## config.mk

```make
export PLATFORM = sky130hd
export DESIGN_NAME = sobelEdgeTop
export DESIGN_NICKNAME = d
export VERILOG_FILES = /design/src/sobelPkg.sv /design/src/frameScanner.sv /design/src/imageMemory.sv /design/src/windowFetch.sv /design/src/sobelKernel.sv /design/src/pixelFormatter.sv /design/src/sobelEdgeTop.sv
export SDC_FILE = /design/constraint.sdc
export NUM_CORES = 2
export LEC_CHECK = 0
export BUFFER_PORTS_ARGS = -buffer_cell sky130_fd_sc_hd__buf_2
export CORE_MARGIN = 4
export CORE_UTILIZATION = 47
export CTS_CLUSTER_SIZE = 28
export DETAILED_ROUTE_END_ITERATION = 10
export HOLD_SLACK_MARGIN = 0.12
export PLACE_DENSITY = 0.6
export SKIP_LAST_GASP = 1
export SYNTH_ARGS = -nofsm -noshare
export SYNTH_HDL_FRONTEND = slang
export SYNTH_SLANG_ARGS = --single-unit
```

## constraint.sdc

```tcl
create_clock -name clock -period 11.1 [get_ports clock]
set_input_delay 0 -clock clock [delete_from_list [all_inputs] [get_ports clock]]
set_output_delay 0 -clock clock [all_outputs]
set_load 0.005 [all_outputs]
```

## src/sobelPkg.sv

```systemverilog
/*
 * shared definitions of the sobel edge viewer
 * gray and rgb565 sample types, view mode and pixel class enums,
 * threshold table and the gray to rgb565 packing rule
 */

package sobelPkg;

	typedef logic [7:0]  grayT; // one gray sample
	typedef logic [15:0] rgbT;  // one rgb565 pixel

	// display mode, held for a whole frame
	typedef enum logic [1:0] {
		viewGray,      // image as stored
		viewEdge,      // sobel magnitude
		viewThreshold  // magnitude with small values cleared
	} viewModeT;

	// where a screen position falls relative to the image
	typedef enum logic [1:0] {
		pixelOutside,  // off the image, black
		pixelBorder,   // first/last row or column
		pixelInterior  // full 3x3 window available
	} pixelClassT;

	// ------------------------------------------------------------------------
	// threshold selection
	localparam int thresholdCount = 7; // one-hot select bits

	// entry 0 is the default, entry i+1 belongs to select bit i
	localparam grayT thresholdTable [0:thresholdCount] = '{
		8'd50, 8'd100, 8'd120, 8'd140, 8'd160, 8'd180, 8'd200, 8'd220
	};

	// ------------------------------------------------------------------------
	// gray to rgb565, top bits of the sample into each channel
	function automatic rgbT toRgb565(input grayT gray);
		return {gray[7:3], gray[7:2], gray[7:3]}; // r5 g6 b5
	endfunction

endpackage

```

## src/frameScanner.sv

```systemverilog
/*
 * raster scan of the screen
 * one request per position, x fastest, view mode frozen per frame
 */

`timescale 1ns/1ps

module frameScanner import sobelPkg::*; #(
	parameter int screenWidth  = 20,
	parameter int screenHeight = 14,
	localparam int xWidth = $clog2(screenWidth),
	localparam int yWidth = $clog2(screenHeight)
) (
	input  logic              clock,
	input  logic              resetApp,
	input  viewModeT          viewMode,
	input  logic              reqReady,
	output logic              reqValid,
	output logic [xWidth-1:0] reqX,
	output logic [yWidth-1:0] reqY,
	output viewModeT          reqMode
);

	logic lastX; // end of the current line
	logic lastY; // last line of the screen
	logic step;  // request taken by fetch

	assign lastX = (reqX == xWidth'(screenWidth - 1));
	assign lastY = (reqY == yWidth'(screenHeight - 1));
	assign step  = reqValid && reqReady;

	always_ff @(posedge clock or posedge resetApp) begin
		if (resetApp) begin
			reqValid <= 1'b0;
			reqX     <= '0;
			reqY     <= '0;
			reqMode  <= viewGray;
		end else if (!reqValid) begin
			reqValid <= 1'b1;     // first request after reset is (0,0)
			reqMode  <= viewMode; // so the mode is taken here too
		end else if (step) begin
			if (lastX) begin
				reqX <= '0;
				if (lastY) begin
					reqY    <= '0;
					reqMode <= viewMode; // new frame starts, sample the mode
				end else begin
					reqY <= reqY + 1'b1;
				end
			end else begin
				reqX <= reqX + 1'b1;
			end
		end
	end

endmodule

```

## src/imageMemory.sv

```systemverilog
/*
 * image store, row-major, one sample per address
 * write through the load port, registered read
 */

`timescale 1ns/1ps

module imageMemory import sobelPkg::*; #(
	parameter int imageWidth  = 16,
	parameter int imageHeight = 12,
	localparam int depth     = imageWidth * imageHeight,
	localparam int addrWidth = $clog2(depth)
) (
	input  logic                 clock,
	input  logic                 loadValid,
	input  logic [addrWidth-1:0] loadAddr,
	input  grayT                 loadData,
	input  logic                 memRead,
	input  logic [addrWidth-1:0] memAddr,
	output grayT                 memData
);

	grayT store [0:depth-1]; // y * imageWidth + x

	// load happens before any frame, never together with reads
	always_ff @(posedge clock) begin
		if (loadValid) begin
			store[loadAddr] <= loadData;
		end
	end

	// data one clock after memRead, held otherwise
	always_ff @(posedge clock) begin
		if (memRead) begin
			memData <= store[memAddr];
		end
	end

endmodule

```

## src/windowFetch.sv

```systemverilog
/*
 * request classification and window read
 * outside / border: straight to output
 * gray view: centre read, edge views: eight neighbour reads
 */

`timescale 1ns/1ps

module windowFetch import sobelPkg::*; #(
	parameter int imageWidth   = 16,
	parameter int imageHeight  = 12,
	parameter int screenWidth  = 20,
	parameter int screenHeight = 14,
	localparam int addrWidth = $clog2(imageWidth * imageHeight),
	localparam int xWidth    = $clog2(screenWidth),
	localparam int yWidth    = $clog2(screenHeight)
) (
	input  logic                 clock,
	input  logic                 resetApp,
	input  logic                 reqValid,
	input  logic [xWidth-1:0]    reqX,
	input  logic [yWidth-1:0]    reqY,
	input  viewModeT             reqMode,
	output logic                 reqReady,
	output logic                 memRead,
	output logic [addrWidth-1:0] memAddr,
	input  grayT                 memData,
	output logic                 winValid,
	input  logic                 winReady,
	output grayT                 winP1, winP2, winP3, winP4,
	output grayT                 winP6, winP7, winP8, winP9,
	output grayT                 winCentre,
	output pixelClassT           winClass,
	output viewModeT             winMode,
	output logic [xWidth-1:0]    winX,
	output logic [yWidth-1:0]    winY
);

	typedef enum logic [1:0] {stIdle, stFetch, stPresent} fetchStateT;

	// neighbour offsets in read order P1 P2 P3 P4 P6 P7 P8 P9
	localparam int offX [0:7] = '{-1, 0, 1, -1, 1, -1, 0, 1};
	localparam int offY [0:7] = '{-1, -1, -1, 0, 0, 1, 1, 1};

	fetchStateT state;
	logic [3:0] idx;     // read slot, data of slot idx-1 arrives now
	logic [3:0] lastIdx; // 1 for gray, 8 for the window
	logic       accept;
	pixelClassT reqClass;
	grayT       nb [0:7];

	assign reqReady = (state == stIdle) || (state == stPresent && winReady);
	assign accept   = reqValid && reqReady;
	assign winValid = (state == stPresent);
	assign lastIdx  = (winMode == viewGray) ? 4'd1 : 4'd8;
	assign memRead  = (state == stFetch) && (idx < lastIdx);

	// the only bounds test of the design
	always_comb begin
		if (reqX >= imageWidth || reqY >= imageHeight)
			reqClass = pixelOutside;
		else if (reqX == 0 || reqY == 0 || reqX == imageWidth - 1 || reqY == imageHeight - 1)
			reqClass = pixelBorder;
		else
			reqClass = pixelInterior;
	end

	// read address from the latched coordinates
	always_comb begin
		int ax;
		int ay;
		if (winMode == viewGray) begin
			ax = int'(winX);
			ay = int'(winY);
		end else begin
			ax = int'(winX) + offX[idx[2:0]];
			ay = int'(winY) + offY[idx[2:0]];
		end
		memAddr = addrWidth'(ay * imageWidth + ax); // row-major
	end

	// ------------------------------------------------------------------------
	// control
	always_ff @(posedge clock or posedge resetApp) begin
		if (resetApp) begin
			state <= stIdle;
			idx   <= '0;
		end else begin
			case (state)
				stFetch: begin
					idx <= idx + 1'b1;
					if (idx == lastIdx) state <= stPresent; // last sample in
				end
				default: begin
					if (accept) begin
						idx <= '0;
						// nothing to read for black, nor for white in edge views
						if (reqClass == pixelOutside ||
						    (reqClass == pixelBorder && reqMode != viewGray))
							state <= stPresent;
						else
							state <= stFetch;
					end else if (state == stPresent && winReady) begin
						state <= stIdle;
					end
				end
			endcase
		end
	end

	// payload, changes only on accept or while fetching
	always_ff @(posedge clock) begin
		if (accept) begin
			winX     <= reqX;
			winY     <= reqY;
			winMode  <= reqMode;
			winClass <= reqClass;
		end
		if (state == stFetch && idx != 4'd0) begin
			if (winMode == viewGray) winCentre <= memData;
			else nb[3'(idx - 4'd1)] <= memData;
		end
	end

	assign winP1 = nb[0];
	assign winP2 = nb[1];
	assign winP3 = nb[2];
	assign winP4 = nb[3];
	assign winP6 = nb[4];
	assign winP7 = nb[5];
	assign winP8 = nb[6];
	assign winP9 = nb[7];

endmodule

```

## src/sobelKernel.sv

```systemverilog
/*
 * sobel gradient, two registered stages
 * stage one: saturated 1-2-1 sums, stage two: magnitude, threshold, view select
 */

`timescale 1ns/1ps

module sobelKernel import sobelPkg::*; #(
	parameter int screenWidth  = 20,
	parameter int screenHeight = 14,
	localparam int xWidth = $clog2(screenWidth),
	localparam int yWidth = $clog2(screenHeight)
) (
	input  logic              clock,
	input  logic              resetApp,
	input  logic              winValid,
	output logic              winReady,
	input  grayT              winP1, winP2, winP3, winP4,
	input  grayT              winP6, winP7, winP8, winP9,
	input  grayT              winCentre,
	input  pixelClassT        winClass,
	input  viewModeT          winMode,
	input  logic [xWidth-1:0] winX,
	input  logic [yWidth-1:0] winY,
	input  grayT              thresholdValue,
	output logic              grayValid,
	input  logic              grayReady,
	output grayT              grayValue,
	output logic [xWidth-1:0] grayX,
	output logic [yWidth-1:0] grayY
);

	function automatic grayT sat8(input logic [9:0] sum);
		return (sum > 10'd255) ? 8'hFF : sum[7:0];
	endfunction

	logic              s1Valid, s1Ready, s2Ready;
	grayT              s1Top, s1Bottom, s1Left, s1Right, s1Centre;
	pixelClassT        s1Class;
	viewModeT          s1Mode;
	logic [xWidth-1:0] s1X;
	logic [yWidth-1:0] s1Y;
	grayT              gradX, gradY, magnitude, result;
	logic [8:0]        gradSum;

	assign s2Ready  = !grayValid || grayReady;
	assign s1Ready  = !s1Valid || s2Ready;
	assign winReady = s1Ready;

	always_ff @(posedge clock or posedge resetApp) begin
		if (resetApp) begin
			s1Valid   <= 1'b0;
			grayValid <= 1'b0;
		end else begin
			if (s1Ready) s1Valid <= winValid;
			if (s2Ready) grayValid <= s1Valid;
		end
	end

	// ------------------------------------------------------------------------
	// stage one, weighted row and column sums
	always_ff @(posedge clock) begin
		if (winValid && s1Ready) begin
			s1Top    <= sat8(10'(winP1) + {1'b0, winP2, 1'b0} + 10'(winP3));
			s1Bottom <= sat8(10'(winP7) + {1'b0, winP8, 1'b0} + 10'(winP9));
			s1Left   <= sat8(10'(winP1) + {1'b0, winP4, 1'b0} + 10'(winP7));
			s1Right  <= sat8(10'(winP3) + {1'b0, winP6, 1'b0} + 10'(winP9));
			s1Centre <= winCentre;
			s1Class  <= winClass;
			s1Mode   <= winMode;
			s1X      <= winX;
			s1Y      <= winY;
		end
	end

	// stage two, gradients clamped at zero, then summed
	always_comb begin
		gradY     = (s1Top > s1Bottom) ? s1Top - s1Bottom : 8'd0;
		gradX     = (s1Right > s1Left) ? s1Right - s1Left : 8'd0;
		gradSum   = {1'b0, gradY} + {1'b0, gradX};
		magnitude = gradSum[8] ? 8'hFF : gradSum[7:0];
		if (s1Mode == viewThreshold && magnitude < thresholdValue) magnitude = 8'd0;
		case (s1Class)
			pixelOutside: result = 8'd0; // black in every view
			pixelBorder:  result = (s1Mode == viewGray) ? s1Centre : 8'hFF;
			default:      result = (s1Mode == viewGray) ? s1Centre : magnitude;
		endcase
	end

	always_ff @(posedge clock) begin
		if (s1Valid && s2Ready) begin
			grayValue <= result;
			grayX     <= s1X;
			grayY     <= s1Y;
		end
	end

endmodule

```

## src/pixelFormatter.sv

```systemverilog
/*
 * output stage of the pixel stream
 * rgb565 packing and the hold register
 */

`timescale 1ns/1ps

module pixelFormatter import sobelPkg::*; #(
	parameter int screenWidth  = 20,
	parameter int screenHeight = 14,
	localparam int xWidth = $clog2(screenWidth),
	localparam int yWidth = $clog2(screenHeight)
) (
	input  logic              clock,
	input  logic              resetApp,
	input  logic              grayValid,
	output logic              grayReady,
	input  grayT              grayValue,
	input  logic [xWidth-1:0] grayX,
	input  logic [yWidth-1:0] grayY,
	output logic              pixelValid,
	input  logic              pixelReady,
	output logic [xWidth-1:0] pixelX,
	output logic [yWidth-1:0] pixelY,
	output rgbT               pixelData
);

	logic take; // gray transfer this cycle

	assign grayReady = !pixelValid || pixelReady; // empty or draining
	assign take      = grayValid && grayReady;

	always_ff @(posedge clock or posedge resetApp) begin
		if (resetApp) begin
			pixelValid <= 1'b0;
		end else if (take) begin
			pixelValid <= 1'b1;
		end else if (pixelReady) begin
			pixelValid <= 1'b0; // sent, nothing behind it
		end
	end

	// held while the sink stalls
	always_ff @(posedge clock) begin
		if (take) begin
			pixelData <= toRgb565(grayValue);
			pixelX    <= grayX;
			pixelY    <= grayY;
		end
	end

endmodule

```

## src/sobelEdgeTop.sv

```systemverilog
/*
 * top level of the sobel edge viewer
 * scanner -> fetch -> kernel -> formatter, image memory, threshold decode
 */

`timescale 1ns/1ps

module sobelEdgeTop import sobelPkg::*; #(
	parameter int imageWidth   = 16,
	parameter int imageHeight  = 12,
	parameter int screenWidth  = 20,
	parameter int screenHeight = 14,
	localparam int addrWidth = $clog2(imageWidth * imageHeight),
	localparam int xWidth    = $clog2(screenWidth),
	localparam int yWidth    = $clog2(screenHeight)
) (
	input  logic                      clock,
	input  logic                      resetApp,
	input  logic                      loadValid,
	input  logic [addrWidth-1:0]      loadAddr,
	input  grayT                      loadData,
	input  viewModeT                  viewMode,
	input  logic [thresholdCount-1:0] thresholdSelect,
	output logic                      pixelValid,
	input  logic                      pixelReady,
	output logic [xWidth-1:0]         pixelX,
	output logic [yWidth-1:0]         pixelY,
	output rgbT                       pixelData
);

	// ------------------------------------------------------------------------
	// internal streams
	logic reqValid, reqReady, winValid, winReady, grayValid, grayReady, memRead;
	logic [xWidth-1:0]    reqX, winX, grayX;
	logic [yWidth-1:0]    reqY, winY, grayY;
	viewModeT             reqMode, winMode;
	logic [addrWidth-1:0] memAddr;
	grayT                 memData, winCentre, grayValue, thresholdValue;
	grayT                 winP1, winP2, winP3, winP4, winP6, winP7, winP8, winP9;
	pixelClassT           winClass;
	logic [2:0]           thresholdIndex;

	// one-hot select, anything else keeps the default entry
	always_comb begin
		thresholdIndex = 3'd0;
		if ($onehot(thresholdSelect)) begin
			for (int i = 0; i < thresholdCount; i++)
				if (thresholdSelect[i]) thresholdIndex = 3'(i + 1);
		end
	end
	assign thresholdValue = thresholdTable[thresholdIndex];

	frameScanner #(.screenWidth(screenWidth), .screenHeight(screenHeight)) u_frameScanner (
		.clock, .resetApp, .viewMode, .reqReady, .reqValid, .reqX, .reqY, .reqMode
	);

	imageMemory #(.imageWidth(imageWidth), .imageHeight(imageHeight)) u_imageMemory (
		.clock, .loadValid, .loadAddr, .loadData, .memRead, .memAddr, .memData
	);

	windowFetch #(
		.imageWidth(imageWidth), .imageHeight(imageHeight),
		.screenWidth(screenWidth), .screenHeight(screenHeight)
	) u_windowFetch (
		.clock, .resetApp, .reqValid, .reqX, .reqY, .reqMode, .reqReady,
		.memRead, .memAddr, .memData, .winValid, .winReady,
		.winP1, .winP2, .winP3, .winP4, .winP6, .winP7, .winP8, .winP9,
		.winCentre, .winClass, .winMode, .winX, .winY
	);

	sobelKernel #(.screenWidth(screenWidth), .screenHeight(screenHeight)) u_sobelKernel (
		.clock, .resetApp, .winValid, .winReady,
		.winP1, .winP2, .winP3, .winP4, .winP6, .winP7, .winP8, .winP9,
		.winCentre, .winClass, .winMode, .winX, .winY, .thresholdValue,
		.grayValid, .grayReady, .grayValue, .grayX, .grayY
	);

	pixelFormatter #(.screenWidth(screenWidth), .screenHeight(screenHeight)) u_pixelFormatter (
		.clock, .resetApp, .grayValid, .grayReady, .grayValue, .grayX, .grayY,
		.pixelValid, .pixelReady, .pixelX, .pixelY, .pixelData
	);

endmodule

```

==> flow_metrics.py <==
metrics = {
    "outcome": {
        "outcome": "finished clean",
    },
    "synth": {
        "synth-edff-count": 1708,
        "synth_cells": 4254,
        "synth_top_cell_area_share": 0.721,
        "ys_warn_count": 0,
        "synth_most_common_cell": "edfxtp_1",
        "synth_cell_types": 74,
        "synth_top_cell_by_area": "edfxtp_1",
        "synth_flop_cell": "edfxtp_1",
        "syn_nets": 4415,
        "synth_area_leaders": "edfxtp_1 72%, mux4_2 7.6%, nand2_1 2.4%, a211oi_1 1.6%, ha_1 1.6%",
        "ys_seq_area_frac": 0.729,
        "synth_commonest_cells": "1708 x edfxtp_1, 451 x nand2_1, 258 x nor2_1",
        "async_reset_ff_frac": 0.0121,
        "synth_seq_cells": 1729,
        "syn_area_um2": 71100,
        "avgSynthCellArea_um2": 16.7,
    },
    "clock_network": {
        "h-tree-depth": 4,
        "post_cts_buffers": 0,
        "cts.path.max_buffers": 3,
        "cts_tree": "yes",
        "cts_buffers": 177,
        "clock-sinks": 1729,
        "cts_root_buf": "clkbuf_16",
        "clkLatencyLatePin_ns": 0.80,
        "clk_pin_slew_ns": 0.06,
    },
    "run": {
        "drv_cap": 0,
    },
    "critical_path": {
        "worst-setup-path-type": "register to register",
        "crit_arrival_ns": 7.23,
        "worstPathRequired_ns": 11.64,
        "end_kind": "register",
        "r2r_end": "u_imageMemory.memData[7]",
        "ff2ff_path_depth": 17,
        "crit_fanout": 105,
        "r2r-start": "u_windowFetch.idx[0]",
        "r2r_slack_ns": 4.41,
        "startpoint_type": "register",
    },
    "timing": {
        "tightest_slew_ns": 1.20,
        "finalHoldViolations": 0,
        "fin_crit_sh": 0.603,
        "rsz0062_at_grt": "false",
        "setup_viol": 0,
        "max_freq_mhz": 149,
        "skew_ns": 0.0448,
        "maxSlewHeadroom": 0.198,
        "period_minus_slack_ns": 6.69,
        "setup_tns_ns": 0,
        "drv_slew": 0,
    },
    "route": {
        "vias": 38800,
        "drtPass1Iterations": 5,
        "ant_nets": 0,
        "wl_um": 177000,
        "drt_first_iter_violations": 3843,
        "drc": 0,
        "avgViaCountPerCell": 5.98,
        "wire_per_inst_um": 27.3,
    },
    "grt": {
        "grt_start_max_net_pins": 157,
        "track_usage": 0.224,
        "grt_first_pass_wirelength_um": 262000,
        "grt_pass1_vias": 38600,
        "overflow": 0,
        "antenna_found_initial": 11,
    },
    "floorplan": {
        "start_util": 0.474,
        "io_pins": 55,
        "core_area_um2": 150000,
        "dieArea_um2": 158000,
        "rows": 142,
        "die_x_um": 397,
        "die_h_um": 397,
    },
    "hold_path": {
        "holdPathStages": 2,
        "hold_end": "u_imageMemory.store[166][6]",
        "hold_start": "loadData[6]",
        "hold_path_class": "input port to register",
    },
    "final_layout": {
        "n_fill_cell": 12100,
        "layout-drive-gt1-share": 0.148,
        "final_area_um2": 79400,
        "nets": 4489,
        "syn_to_final_growth_pct": 11.6,
    },
    "place": {
        "numPortBuffers": 54,
        "post_dp_cell_area_um2": 73500,
        "place_congestion": 0.883,
        "dpl.hpwl_um": 106000,
    },
    "power_and_ir_drop": {
        "power.density_nw_per_um2": 166,
        "irDropWorstVdd_v": 0.000127,
        "power.leakage_nw": 25.9,
    },
}
## logic make-up (layout without fill, tap and decap cells)
logic type | Yosys count | count (layout) | synth area share
AOI/OAI and AO/OA | 724 | 724 | 0.0699
xor gates and xnor gates | 44 | 44 | 0.00542
adders and majority gates | 132 | 132 | 0.0277
buffers and inverters | 318 | 535 | 0.0196
DFF | 1729 | 1729 | 0.729
muxes | 306 | 306 | 0.0856
other | 1 | 6 | 0.0000527
and+or+nand+nor | 1000 | 1000 | 0.0631
## power by group
part | total (W) | leakage, nW | internal, W | switching (W)
Sequential | 0.00718 | 15.5 | 0.00718 | 0.00000361
Clock | 0.00577 | 2.74 | 0.00326 | 0.00250
Combinational | 0.000188 | 7.63 | 0.0000347 | 0.000154
## metrics by stage
stage | util | total power [W] | hold WS (ns) | instances | setup WS [ns]
final | 0.529 | 0.0131 | 0.205 | 6492 | 4.41
after floorplan | - | 0.00736 | -0.0235 | 4254 | 6.06
after global routing | 0.529 | 0.0135 | 0.203 | 6489 | 3.96
after CTS | 0.529 | 0.0132 | 0.171 | 6487 | 4.46
after detailed placement | 0.489 | 0.00750 | 0.248 | 6137 | 4.48
after global placement | 0.489 | 0.00749 | 0.251 | 6137 | 4.46
## final cells by class
type,instances,area (um2),area share
clock buffers,217,4640,0.0585
inverters,69,259,0.00326
diodes,5,12.5,0.000158
repair buffers,144,1150,0.0145
flip-flops and latches,1729,51800,0.653
clock inverters,105,966,0.0122
multi-input cells,2207,18000,0.227
well taps,2016,2520,0.0318
## critical path, cell delays in order, from the launching register on
cell and delay [ns]:
dfrtp_1 0.46, inv_1 0.13, ha_1 0.46, nor2_1 0.07
a21oi_1 0.22, inv_1 0.22, fa_1 1.09, o21ai_4 0.09
buf_4 0.34, nand2_4 0.46, buf_12 0.47, buf_4 0.61
mux4_2 0.43, mux2i_1 0.25, o22ai_1 0.14, a211oi_1 0.39
mux2_2 0.28, mux2i_1 0.08
## sequential cells by signal, summed over array words and instances (netlist names), 4 cells and up
name and flops:
u_frameScanner.reqX 5, u_sobelKernel.s1Centre 6, u_sobelKernel.s1Right 8, u_sobelKernel.s1Left 8
u_windowFetch.winCentre 6, u_sobelKernel.grayValue 6, u_sobelKernel.grayY 4, u_windowFetch.idx 4
u_frameScanner.reqY 4, u_pixelFormatter.pixelY 4, u_pixelFormatter.pixelX 5, u_windowFetch.winY 4
u_sobelKernel.s1Bottom 8, u_sobelKernel.s1Top 8, u_sobelKernel.s1Y 4, u_windowFetch.winX 5
u_pixelFormatter.pixelData 6, u_windowFetch.nb 64, u_imageMemory.store 1536, u_imageMemory.memData 8
u_sobelKernel.s1X 5, u_sobelKernel.grayX 5
## layout by cell type, fill, tap and decap left out, types with 42 or more instances in the layout
master	netlist	routed
o22ai_1	47	47
edfxtp_1	1708	1708
fa_1	42	42
nor2_1	258	257
clkinv_1	1	45
buf_4	17	55
ha_1	90	90
and3_1	73	73
o21ai_0	47	46
inv_1	67	67
a21oi_1	209	208
mux4_2	240	240
buf_2	90	46
nor3_1	47	45
a211oi_1	153	152
clkbuf_16	0	180
nand2_1	451	446
mux2i_1	51	51
## what timing repair did
| item | in CTS | in global routing |
|---|---|---|
| hold endpoints to repair | 1146 | 0 |
| hold buffers | 28 | 0 |
| gates resized for setup | 0 | 0 |
## layer usage
layer	wire [um]	vias to the layer above	track usage	part of all wire
met5	30	-	0	0.00017
met2	85200	1430	0.360	0.48
li1	-	17000	-	-
met3	12600	272	0.0400	0.071
met4	5680	6	0.0733	0.032
met1	73600	20200	0.314	0.42
## how the worst max path moves through the flow
stage | slack, ns | endpoint | cells after the start | startpoint
2_1_floorplan | 6.06 | u_sobelKernel.grayValue[5] | 24 | u_sobelKernel.s1Left[0]
6_report | 4.41 | u_imageMemory.memData[7] | 17 | u_windowFetch.idx[0]
4_1_cts | 4.46 | u_imageMemory.memData[7] | 17 | u_windowFetch.idx[0]
5_1_grt | 3.96 | u_imageMemory.memData[7] | 17 | u_windowFetch.idx[0]
3_3_place_gp | 4.46 | u_imageMemory.memData[7] | 17 | u_windowFetch.idx[0]
3_5_place_dp | 4.48 | u_imageMemory.memData[7] | 17 | u_windowFetch.idx[0]
(Power assumes the default switching activity.)
